### src/hdl/pru_pkg.sv
package pru_pkg;

    typedef logic [1:0] pixel_t;  // 0 is background

    // codes 2 and 3 are reserved and draw nothing
    typedef enum logic [1:0] {
        shape_rect   = 2'd0,
        shape_circle = 2'd1
    } shape_e;

    typedef struct packed {
        logic [9:0] red;
        logic [9:0] green;
        logic [9:0] blue;
    } rgb_t;

    // one bus data word, read as position, size or command
    typedef union packed {
        struct packed {
            logic [12:0] rsvd;
            logic [8:0]  row;
            logic [9:0]  col;
        } pos;
        struct packed {
            logic [12:0] rsvd;
            logic [9:0]  width;
            logic [8:0]  height_radius;
        } size;
        struct packed {
            logic [26:0] rsvd;
            shape_e      shape;
            pixel_t      color;
            logic        subtract;
        } cmd;
    } bus_word_u;

    // byte offsets inside the register window
    localparam logic [31:0] reg_pos  = 32'd0;
    localparam logic [31:0] reg_size = 32'd4;
    localparam logic [31:0] reg_cmd  = 32'd8;

    function automatic rgb_t palette(input pixel_t idx);
        rgb_t c;
        case (idx)
            2'd0:    c = '{red: 10'h000, green: 10'h000, blue: 10'h000};
            2'd1:    c = '{red: 10'h3ff, green: 10'h000, blue: 10'h000};
            2'd2:    c = '{red: 10'h000, green: 10'h3ff, blue: 10'h000};
            default: c = '{red: 10'h3ff, green: 10'h3ff, blue: 10'h3ff};
        endcase
        return c;
    endfunction

endpackage

### src/hdl/pru_cmd_if.sv
`timescale 1ns/1ps

// one draw command from the register block to the engine
interface pru_cmd_if;
    logic [8:0]      row;
    logic [9:0]      col;
    logic [9:0]      width;
    logic [8:0]      height_radius;  // height for rect, radius for circle
    pru_pkg::shape_e shape;
    pru_pkg::pixel_t color;
    logic            subtract;
    logic            start;          // one cycle, fields valid with it
    logic            busy;

    modport regs (
        output row, col, width, height_radius,
        output shape, color, subtract, start,
        input  busy
    );

    modport engine (
        input  row, col, width, height_radius,
        input  shape, color, subtract, start,
        output busy
    );

endinterface

### src/hdl/pru_draw_engine.sv
`timescale 1ns/1ps

module pru_draw_engine #(
    parameter int frame_width  = 640,
    parameter int frame_height = 480
) (
    input  logic            clk,
    input  logic            rst_n,
    pru_cmd_if.engine       cmd,
    output logic            wr_en,
    output logic [18:0]     wr_addr,
    output pru_pkg::pixel_t wr_pixel,
    output logic            pru_done
);

    localparam logic [1:0] e_idle   = 2'd0;
    localparam logic [1:0] e_walk   = 2'd1;
    localparam logic [1:0] e_finish = 2'd2;  // nothing to draw

    logic [1:0]         state;
    logic signed [12:0] row_s;
    logic signed [12:0] col_s;
    logic signed [12:0] hr_s;
    logic signed [12:0] wid_s;
    logic signed [12:0] r_lo_n;
    logic signed [12:0] r_hi_n;
    logic signed [12:0] c_lo_n;
    logic signed [12:0] c_hi_n;
    logic               box_ok;

    // latched command
    logic signed [12:0] r_hi;
    logic signed [12:0] c_lo;
    logic signed [12:0] c_hi;
    logic signed [12:0] ctr_r;
    logic signed [12:0] ctr_c;
    logic signed [25:0] rad_sq;
    pru_pkg::shape_e    shape_q;
    pru_pkg::pixel_t    color_q;
    logic               sub_q;

    logic signed [12:0] cur_r;
    logic signed [12:0] cur_c;
    logic signed [12:0] dr;
    logic signed [12:0] dc;
    logic signed [25:0] dr_sq;
    logic signed [25:0] dc_sq;
    logic               in_frame;
    logic               in_shape;
    logic               last;
    logic [18:0]        row_ext;
    logic [18:0]        col_ext;

    assign row_s = 13'(cmd.row);
    assign col_s = 13'(cmd.col);
    assign hr_s  = 13'(cmd.height_radius);
    assign wid_s = 13'(cmd.width);

    // bounding box of the incoming command
    always_comb begin
        if (cmd.shape == pru_pkg::shape_circle) begin
            r_lo_n = row_s - hr_s;
            r_hi_n = row_s + hr_s;
            c_lo_n = col_s - hr_s;
            c_hi_n = col_s + hr_s;
        end else begin
            r_lo_n = row_s;
            r_hi_n = row_s + hr_s - 13'sd1;
            c_lo_n = col_s;
            c_hi_n = col_s + wid_s - 13'sd1;
        end
    end

    assign box_ok = (cmd.shape == pru_pkg::shape_circle)
                 || (cmd.shape == pru_pkg::shape_rect && cmd.width != '0
                     && cmd.height_radius != '0);

    assign cmd.busy = (state != e_idle);

    always_ff @(posedge clk) begin
        if (!rst_n) begin
            state    <= e_idle;
            pru_done <= 1'b0;
        end else begin
            pru_done <= 1'b0;
            case (state)
                e_idle: begin
                    if (cmd.start) begin
                        state <= box_ok ? e_walk : e_finish;
                    end
                end
                e_walk: begin
                    if (last) begin
                        state    <= e_idle;
                        pru_done <= 1'b1;
                    end
                end
                e_finish: begin
                    state    <= e_idle;
                    pru_done <= 1'b1;
                end
                default: state <= e_idle;
            endcase
        end
    end

    always_ff @(posedge clk) begin
        if (state == e_idle && cmd.start) begin
            r_hi    <= r_hi_n;
            c_lo    <= c_lo_n;
            c_hi    <= c_hi_n;
            cur_r   <= r_lo_n;
            cur_c   <= c_lo_n;
            ctr_r   <= row_s;
            ctr_c   <= col_s;
            rad_sq  <= hr_s * hr_s;
            shape_q <= cmd.shape;
            color_q <= cmd.color;
            sub_q   <= cmd.subtract;
        end else if (state == e_walk) begin
            if (cur_c == c_hi) begin  // row-major walk
                cur_c <= c_lo;
                cur_r <= cur_r + 13'sd1;
            end else begin
                cur_c <= cur_c + 13'sd1;
            end
        end
    end

    assign last = (cur_r == r_hi) && (cur_c == c_hi);

    assign dr    = cur_r - ctr_r;
    assign dc    = cur_c - ctr_c;
    assign dr_sq = dr * dr;
    assign dc_sq = dc * dc;

    assign in_frame = (cur_r >= 0) && (cur_r < frame_height)
                   && (cur_c >= 0) && (cur_c < frame_width);  // clip, no wrap
    assign in_shape = (shape_q == pru_pkg::shape_rect) || ((dr_sq + dc_sq) <= rad_sq);

    assign row_ext  = {6'd0, cur_r};
    assign col_ext  = {6'd0, cur_c};
    assign wr_addr  = row_ext * 19'(frame_width) + col_ext;
    assign wr_en    = (state == e_walk) && in_frame && in_shape;
    assign wr_pixel = sub_q ? 2'd0 : color_q;  // erase writes background

endmodule

### src/flat_wrapper.sv
// flat-port wrapper written by rule: the top's interface ports become plain ports
module pru_draw_engine_flat 
#(
    parameter int frame_width  = 640,
    parameter int frame_height = 480
)
  (clk, rst_n, wr_en, wr_addr, wr_pixel, pru_done, cmd_row, cmd_col, cmd_width, cmd_height_radius, cmd_shape, cmd_color, cmd_subtract, cmd_start, cmd_busy);
  pru_cmd_if cmd_i ();
  input  logic clk;
  input  logic rst_n;
  output logic wr_en;
  output logic [18:0] wr_addr;
  output pru_pkg::pixel_t wr_pixel;
  output logic pru_done;
  input wire logic [$bits(cmd_i.row)-1:0] cmd_row;
  input wire logic [$bits(cmd_i.col)-1:0] cmd_col;
  input wire logic [$bits(cmd_i.width)-1:0] cmd_width;
  input wire logic [$bits(cmd_i.height_radius)-1:0] cmd_height_radius;
  input wire logic [$bits(cmd_i.shape)-1:0] cmd_shape;
  input wire logic [$bits(cmd_i.color)-1:0] cmd_color;
  input wire logic [$bits(cmd_i.subtract)-1:0] cmd_subtract;
  input wire logic [$bits(cmd_i.start)-1:0] cmd_start;
  output wire logic [$bits(cmd_i.busy)-1:0] cmd_busy;
  assign cmd_i.row = cmd_row;
  assign cmd_i.col = cmd_col;
  assign cmd_i.width = cmd_width;
  assign cmd_i.height_radius = cmd_height_radius;
  assign cmd_i.shape = cmd_shape;
  assign cmd_i.color = cmd_color;
  assign cmd_i.subtract = cmd_subtract;
  assign cmd_i.start = cmd_start;
  assign cmd_busy = cmd_i.busy;
  pru_draw_engine #(.frame_width(frame_width), .frame_height(frame_height)) u_core (.clk(clk), .rst_n(rst_n), .cmd(cmd_i), .wr_en(wr_en), .wr_addr(wr_addr), .wr_pixel(wr_pixel), .pru_done(pru_done));
endmodule
### config.mk
export PLATFORM = sky130hd
export DESIGN_NAME = pru_draw_engine_flat
export DESIGN_NICKNAME = d
export VERILOG_FILES = /design/src/hdl/pru_pkg.sv /design/src/hdl/pru_cmd_if.sv /design/src/hdl/pru_draw_engine.sv /design/src/flat_wrapper.sv
export SDC_FILE = /design/constraint.sdc
export NUM_CORES = 1
export LEC_CHECK = 0
export BUFFER_PORTS_ARGS = -buffer_cell sky130_fd_sc_hd__buf_2
export CAP_MARGIN = 25
export CORE_ASPECT_RATIO = 2
export CORE_MARGIN = 4
export CORE_UTILIZATION = 51
export CTS_CLUSTER_DIAMETER = 60
export DETAILED_ROUTE_END_ITERATION = 8
export PLACE_DENSITY = 0.7
export RECOVER_POWER = 25
export SLEW_MARGIN = 0
export SYNTH_ARGS = -nofsm -noshare
export SYNTH_HDL_FRONTEND = slang
export SYNTH_SLANG_ARGS = --single-unit
### constraint.sdc
create_clock -name clk -period 9 [get_ports clk]
set_input_delay 0.45 -clock clk [delete_from_list [all_inputs] [get_ports clk]]
set_output_delay 0.45 -clock clk [all_outputs]
set_load 0.01 [all_outputs]
# Yosys cells after proc, flatten, opt, wreduce, memory -nomap -nowiden
# Index checks and enable logic that the tools add are counted.
dict set report classes {
  n_lt_le_gt_ge 5
  add_sub_neg 13
  n_reduce_logical 21
  n_eq_ne 7
  n_mux 17
  multipliers 4
}
# op n
set op_table {}
lappend op_table {{$mux 13} 10}
lappend op_table {{$mul 13x13->26} 2}
lappend op_table {{$add 13x2->13 const B} 2}
lappend op_table {{$add 26x26->26} 1}
lappend op_table {{$eq 13x13->1} 2}
lappend op_table {{$ge 13x1->1 const B} 2}
lappend op_table {{$le 26x26->1} 1}
lappend op_table {{$sub 13x2->13 const B} 2}
lappend op_table {{$add 19x13->19} 1}
lappend op_table {{$mul 9x9->18} 1}
lappend op_table {{$lt 13x10->1 const B} 1}
lappend op_table {{$lt 13x11->1 const B} 1}
lappend op_table {{$mul 13x3->12 const B} 1}
lappend op_table {{$sub 13x10->13} 1}
lappend op_table {{$sub 13x11->13} 1}
lappend op_table {{$add 10x10->11} 1}
lappend op_table {{$add 10x9->11} 1}
lappend op_table {{$sub 10x9->11} 1}
lappend op_table {{$add 9x9->10} 1}
lappend op_table {{$reduce_bool 10->1} 1}
lappend op_table {{$sub 9x9->10} 1}
lappend op_table {{$logic_and 1x1->1} 9}
lappend op_table {{$reduce_bool 9->1} 1}
lappend op_table {{$mux 2} 4}
lappend op_table {{other kinds (11)} 18}
dict set report totals {
  register_bits 118
  in_bits 46
  elab_cells 80
}

# Logic depth before layout (Yosys ltp)
# Gate-level depths: netlist of run 1.
dict set report depth {
  depth_word 7
  ltp_mapped 43
  ltp_nobuf 42
}

# Worst setup path before layout of run 1
# Ideal clock, no wire load.
dict set report synth_path {
  path_type {register -> output}
  from {register u_core.cur_r[0]}
  to {output port wr_en}
  path_stages_with_launch 40
  t_arrival_ns 9.368
  setup_slack_ns -0.818
  cell_sequence {edfxtp_1 -> inv_1 -> ha_1 -> inv_1 -> fa_1 -> nand2_1 -> nand2_1 -> a21oi_1 -> o21ai_1 -> a21oi_1 -> o21bai_1 -> a31oi_1 -> xnor2_1 -> clkbuf_1 -> nor2_1 -> fa_1 -> inv_1 -> fa_1 -> (+4 left out) -> fa_1 -> inv_1 -> fa_1 -> inv_1 -> ha_1 -> nand3_1 -> nor2_1 -> and3_1 -> a221o_1 -> a21oi_1 -> xnor2_1 -> ha_1 -> and4_1 -> a221oi_1 -> a22oi_1 -> nor4_1 -> nand4_1 -> o31ai_1}
}
dict set report synth_between {
  elab_chain_cells 6
  elab_cells_between_ends 12
}
# item line
set synth_rtl {}
lappend synth_rtl {{from (decl)} pru_draw_engine.sv:42} ;# logic signed [12:0] cur_r;
lappend synth_rtl {{from (signal assigned)} pru_draw_engine.sv:112} ;# cur_r <= r_lo_n;
lappend synth_rtl {{from (signal assigned)} pru_draw_engine.sv:123} ;# cur_r <= cur_r + 13'sd1;
lappend synth_rtl {{$sub 13x10->13 (tied with other cells)} pru_draw_engine.sv:132} ;# assign dr = cur_r - ctr_r;
lappend synth_rtl {{$mul 13x13->26 or $logic_and 1x1->1 (tied branches)} {pru_draw_engine.sv:134, pru_draw_engine.sv:137}}
lappend synth_rtl {{$add 26x26->26 or $logic_and 1x1->1 (tied branches)} {pru_draw_engine.sv:139, pru_draw_engine.sv:138}}
lappend synth_rtl {{$le 26x26->1 or $logic_and 1x1->1 (tied branches)} {pru_draw_engine.sv:139, pru_draw_engine.sv:138}}
lappend synth_rtl {{$logic_or 1x1->1 or $logic_and 1x1->1 (tied branches)} {pru_draw_engine.sv:139, pru_draw_engine.sv:144}}
lappend synth_rtl {{$logic_and 1x1->1 (*)} pru_draw_engine.sv:144} ;# assign wr_en = (state == e_walk) && in_frame && in_shape;
lappend synth_rtl {{to (decl)} flat_wrapper.sv:11} ;# output logic wr_en;
# Mark *: on every way between the ends. The rest lies on a longest branch, timed or not.

# Final worst setup path of run 1
dict set report layout_path {
  from {register u_core.ctr_c[0]}
  to {output port wr_en}
}
dict set report layout_between {
  elab_chain_cells 6
}
# item line
set layout_rtl {}
lappend layout_rtl {{from (decl)} pru_draw_engine.sv:36} ;# logic signed [12:0] ctr_c;
lappend layout_rtl {{from (signal assigned)} pru_draw_engine.sv:115} ;# ctr_c <= col_s;
lappend layout_rtl {{$sub 13x11->13} pru_draw_engine.sv:133} ;# assign dc = cur_c - ctr_c;
lappend layout_rtl {{$mul 13x13->26} pru_draw_engine.sv:135} ;# assign dc_sq = dc * dc;
lappend layout_rtl {{$add 26x26->26} pru_draw_engine.sv:139} ;# assign in_shape = (shape_q == pru_pkg::shape_rect) || ((dr_sq + dc_sq) <= rad_sq);
lappend layout_rtl {{$le 26x26->1} pru_draw_engine.sv:139}
lappend layout_rtl {{$logic_or 1x1->1} pru_draw_engine.sv:139}
lappend layout_rtl {{$logic_and 1x1->1} pru_draw_engine.sv:144}
# No other way between the ends.

==> impl_metrics.tcl, run 1 <==
set metrics [dict create \
    setup_ws_ps -1050 \
    grt_pass1_wl_um 102000 \
    place_congestion 0.958 \
    drive_gt1_share_pct 18.7 \
    diodes 0 \
    antenna_found_initial 0 \
    synth_compound_area_share_pct 8.34 \
    fill_cells 3863 \
    async_reset_ff_share_pct 0 \
    max_stage_delay_ps 570 \
    grt_overflow 0 \
    synth-xor-area-share_pct 7.13 \
    yosysWarnings 0 \
    routed_wl_um 63900 \
    fin_area_mm2 0.0269 \
    synth_edf_count 104 \
    postSynthAreaPerCell_um2 9.29 \
    clock.fmax_ghz 0.0996 \
    critPathMaxFanout 3 \
    ys_top_cells_by_area "fa_1 34%, ha_1 14%, edfxtp_1 14%, inv_1 9.3%, xnor2_1 4.9%" \
    synth.net_count 3131 \
    yosys.area_share.adder_pct 47.7 \
    drtIter0Drc 781 \
    critical_path_buf_inv_count 9 \
    post-route-drc-count 0 \
    slew_viol_final 0 \
    seqCellArea_mm2 0.00318 \
    slew_headroom_pct 15.1 \
    met3_wirelength_um 1770 \
    synthSimpleGateAreaFrac_pct 11.7 \
    clock_path_buffers 2 \
    slowest_stage "fa_2" \
    core_area_mm2 0.0442 \
    rsz0062_at_grt "yes" \
    start_util_pct 51.4 \
    critPathLaunchType "flip-flop" \
    hold_path_class "input port to flip-flop" \
    maxCapViolCount 0 \
    crit_family "adder cells" \
    io_pins 70 \
    violations "negative setup slack" \
    insertion_delay_ps 370 \
    worstPathArrival_ps 9600 \
    top_layer "met4" \
    vias 18000 \
    rows 109 \
    m1WireLength_um 20000 \
    finalCritPeriodShare_pct 112 \
    synth_top_area_share_pct 33.6 \
    cp.required_ps 8550 \
    area_growth_pct 18.3 \
    htree_levels 3 \
    die_w_um 157 \
    fp.dieH_um 307 \
    timing.final.crit_period_ps 10050 \
    ys_ff_latch 107 \
    synthMuxAreaShare_pct 0.407 \
    worstSetupEndpointType "primary output" \
    port_buffers 69 \
    grt_pass1_vias 20300 \
    status "finished, violations left" \
    wl_met2_um 35500 \
    synth.distinct_cells 83 \
    hpwl_um 57100 \
    place_area_mm2 0.0261 \
    clock_sinks 107 \
    synthTopCellsByCount "566 x inv_1, 381 x fa_1, 257 x ha_1" \
    yosysSeqAreaShare_pct 14.0 \
    viasPerCell 5.32 \
    netlist_instances 2447 \
    hold_viol 0 \
    synth_most_common_cell "inv_1" \
    dieArea_mm2 0.0482 \
    grtUsageTotal_pct 27.5 \
    setup_viol 1 \
    cts_inserted_buffers 9 \
    cts_root_buffer "clkbuf_16" \
    drt_first_pass_iters 5 \
    post_drt_wl_per_cell_um 18.9 \
    critPathKind "flip-flop to primary output" \
    synth_top_area_cell "fa_1" \
    netlist_area_mm2 0.0227 \
    skew_ps 14.0 \
    cts_tree "done" \
    synth_ff_type "edfxtp_1" \
    grt_max_degree 60 \
    worst_pin_slew_ps 1270 \
    clk_pin_slew_ps 80 \
    synth_top_family_by_area "adder cells" \
    multi_input_area_mm2 0.0176 \
    route.antenna.remaining_nets 0 \
    nets 3502 \
]
flip-flops by register name (all words and copies together) (netlist names):
name             count
u_core.cur_c        13
u_core.shape_q       2
u_core.ctr_r         9
u_core.sub_q         1
u_core.rad_sq       17
u_core.cur_r        13
u_core.c_lo         11
u_core.state         2
u_core.c_hi         13
u_core.ctr_c        10
u_core.r_hi         13
u_core.pru_done      1
u_core.color_q       2
final timing paths:
check             slack [ps]                      endpoint  depth (start not counted)                    startpoint
setup reg to reg        4910     u_core.cur_r[8]$_DFFE_PP_                          9  u_core.state[0]$_SDFFE_PN0P_
setup / recovery       -1050                         wr_en                         40     u_core.ctr_c[0]$_DFFE_PP_
hold reg to reg          560  u_core.state[0]$_SDFFE_PN0P_                          2  u_core.state[0]$_SDFFE_PN0P_
hold / removal           250   u_core.color_q[0]$_DFFE_PP_                          1                  cmd_color[0]
stage by stage:
step	setup TNS, ps	hold WS, ps	std cells	setup WS, ps	utilization (%)
floorplan	-78.4	503	2447	-78.4	-
global route	-1380	248	3378	-1380	60.9
finish	-1050	252	3378	-1050	60.9
detailed placement	-942	533	3328	-942	59.0
CTS	-1090	237	3358	-1090	60.3
global placement	-822	547	3328	-822	59.0
metal layers:
| layer | up-vias | global-route usage (%) |
|---|---|---|
| met1 | 8805 | 26.2 |
| met5 | - | 0 |
| li1 | 8423 | - |
| met4 | 0 | 21.3 |
| met3 | 268 | 1.86 |
| met2 | 465 | 52.6 |
kinds of logic (layout without fill, tap and decap cells):
kind of cell / Yosys count / after routing
mux: 9 / 9
simple gates: 570 / 570
flops: 107 / 107
xor+xnor: 182 / 182
compound gates: 301 / 301
fa+ha+maj: 638 / 638
buf+inv: 640 / 1016
placed cells by master, fill, tap and decap left out, types with 14 or more instances in the layout:
master,instances
nor2b_1,20
buf_4,325
nand3_1,32
inv_1,550
buf_2,40
and2_1,14
nand2b_1,25
ha_1,246
nor2_1,179
xor2_1,52
a21o_1,18
nor3_1,30
a21oi_1,77
xnor2_1,123
o21ai_0,50
edfxtp_1,104
inv_2,31
o21ai_1,29
nand2_1,158
and3_1,21
fa_1,368
clkbuf_1,37
layout make-up:
cell class	count	area share, %
Clock buffer	10	0.851
Clock inverter	6	0.330
Inverter	589	8.30
Multi-Input combinational cell	1700	65.3
Sequential cell	107	11.8
Tap cell	555	2.58
Timing Repair Buffer	411	10.8
what timing repair did:
action                     4_1_cts  5_1_grt
resized for setup               51       36
setup endpoints to repair        1        1
hold endpoints to repair         0        0
pin swaps                       57       64
hold buffers                     0        0
setup buffers                   14       20
Power of run 1 is left out: the tool's default activity adds up to more than one toggle a clock period on the data nets, which glitch-free logic cannot reach.
==> run 2: changes to the inputs <==
--- a/config.mk
+++ b/config.mk
@@ -5,6 +5,7 @@
 export SDC_FILE = /design/constraint.sdc
 export NUM_CORES = 1
 export LEC_CHECK = 0
+export ABC_AREA = 1
 export BUFFER_PORTS_ARGS = -buffer_cell sky130_fd_sc_hd__buf_2
 export CAP_MARGIN = 25
 export CORE_ASPECT_RATIO = 2
==> impl_metrics.tcl, run 2 <==
set metrics [dict create \
    rows 110 \
    die_w_um 160 \
    setup_viol 0 \
    synth.distinct_cells 58 \
    final_util_pct 58.5 \
    rsz0062_at_grt "yes" \
    cp.required_ps 8550 \
    hold_viol 0 \
    worstPathArrival_ps 8410 \
    worst_pin_slew_ps 1250 \
    viasPerCell 5.28 \
    min_from "cmd_subtract" \
    synth_top_area_share_pct 32.6 \
    hold_end "u_core.sub_q$_DFFE_PP_" \
    core_area_mm2 0.0453 \
    yosysWarnings 0 \
    r2r_start "u_core.cur_c[3]$_DFFE_PP_" \
    hpwl_um 61100 \
    worstRegToRegCells 12 \
    clock_sinks 107 \
    post-route-drc-count 0 \
    seqCellArea_mm2 0.00318 \
    critPathMaxFanout 6 \
    skew_ps 9.59 \
    dieArea_mm2 0.0496 \
    grt_pass1_wl_um 108000 \
    finalNonFillerCells 3549 \
    htree_levels 3 \
    ys_top_cells_by_area "fa_1 33%, ha_1 14%, edfxtp_1 13%, inv_1 12%, nand2_1 7.1%" \
    grt_max_degree 82 \
    grt_pass1_vias 20800 \
    vias 18700 \
    start_util_pct 51.7 \
    wl_met2_um 39600 \
    synth_top_area_cell "fa_1" \
    critPathLaunchType "flip-flop" \
    clk_pin_slew_ps 70 \
    cts_inserted_buffers 9 \
    nets 3668 \
    route.antenna.remaining_nets 0 \
    whs_ps 257 \
    slowest_stage "fa_2" \
    placed_cells 3498 \
    slew_viol_final 0 \
    layout_commonest_cell "inv_1" \
    slew_headroom_pct 16.0 \
    cts_hold_buffers 0 \
    yosysSeqAreaShare_pct 13.6 \
    postSynthAreaPerCell_um2 8.36 \
    multi_input_area_mm2 0.0180 \
    r2r_slack_ps 5670 \
    worstSetupEndpointType "primary output" \
    drtIter0Drc 826 \
    ys_ff_latch 107 \
    cts_root_buffer "clkbuf_16" \
    synth_most_common_cell "inv_1" \
    routed_wl_um 69500 \
    status "finished, final reports clean" \
    max_stage_delay_ps 620 \
    synth_edf_count 104 \
    fp.dieH_um 311 \
    port_buffers 69 \
    netlist_instances 2800 \
    diodes 0 \
    clock.fmax_ghz 0.113 \
    drt_first_pass_iters 5 \
    area_growth_pct 13.1 \
    antenna_found_initial 0 \
    rr_endpoint "u_core.state[0]$_SDFFE_PN0P_" \
    met3_wirelength_um 1710 \
    regMostFlops "u_core.rad_sq" \
    hold_path_class "input port to flip-flop" \
    critPathLaunch "u_core.cur_r[0]$_DFFE_PP_" \
    place_congestion 0.963 \
    m1WireLength_um 20300 \
    clock_path_buffers 2 \
    io_pins 70 \
    dp_slack_ps -1.25 \
    netlist_area_mm2 0.0234 \
    finalCritPeriodShare_pct 98.4 \
    maxCapViolCount 0 \
    largest_reg_flops 17 \
    synth_ff_type "edfxtp_1" \
    timing.final.crit_period_ps 8860 \
    synthTopCellsByCount "738 x inv_1, 444 x nand2_1, 381 x fa_1" \
    cts_tree "done" \
    critPathKind "flip-flop to primary output" \
    top_layer "met4" \
    fill_cells 4063 \
    async_reset_ff_share_pct 0 \
    hold_depth 1 \
    drive_gt1_share_pct 14.5 \
    grt_overflow 0 \
    post_drt_wl_per_cell_um 19.6 \
    grtUsageTotal_pct 28.4 \
    final_cell_mix "714 x inv_1, 418 x nand2_1, 357 x fa_1" \
    synth.net_count 3484 \
    insertion_delay_ps 370 \
    setup_ws_ps 141 \
]
[run 2: changes by cell type in the layout (fill, tap and decap cells not counted), moves of 25 or more]
cell      change
a21oi_1      +26
buf_4       -190
inv_1       +164
nand2_1     +260
nand2b_1     -25
nand3_1      +40
nor2_2       +25
xnor2_1      -71
xor2_1       +33
[run 2: critical path: cells and delay by family (launching register included)]
family,cells,cell delay (ps)
xor gates and xnor gates,2,390
DFF,1,410
buffers and inverters,13,1160
AOI/OAI and AO/OA,3,470
and+or+nand+nor,12,1420
adders and majority gates,9,4150
[run 2: cell families after synthesis]
family / synth area share, %
compound gates: 6.05
xor+xnor: 5.61
fa+ha+maj: 46.3
buf+inv: 13.1
flops: 13.6
mux: 0.0855
simple gates: 15.2
[run 2: stage by stage]
step / setup TNS, ps / instance area [um2]
2_1_floorplan: 0 / 23400
3_3_place_gp: 0 / 25100
3_5_place_dp: -1.25 / 25100
4_1_cts: 0 / 25900
5_1_grt: -273 / 26500
6_report: 0 / 26500
[run 2: repair_timing]
action / CTS / global route
setup buffers: 16 / 18
gates resized for setup: 110 / 113
pin swaps: 60 / 65
cloned: 1 / 0
setup endpoints to repair: 1 / 1
endpoints found under the hold margin: 0 / 0
[run 2: routing by layer]
layer	GRT usage, %	vias to the layer above
met5	0	-
met4	25.9	0
met3	1.74	280
met2	56.7	511
met1	24.2	9122
li1	-	8821
[run 2: worst max-delay path by stage]
stage / to / cells past startpoint
after floorplan: wr_en / 38
after global placement: wr_en / 37
after detailed placement: wr_en / 35
after CTS: wr_en / 41
after global routing: wr_en / 41
final: wr_en / 39
[run 2: area by class of cell]
class	instances	area share, %
clock inverter	5	0.231
multi-input combinational	1892	67.8
clock buffer	11	0.878
sequential	107	12.0
inverter	752	10.8
tap	560	2.64
timing repair buffer	221	5.60
timing repair inverter	1	0.0236
Power of run 2 is left out for the same reason.
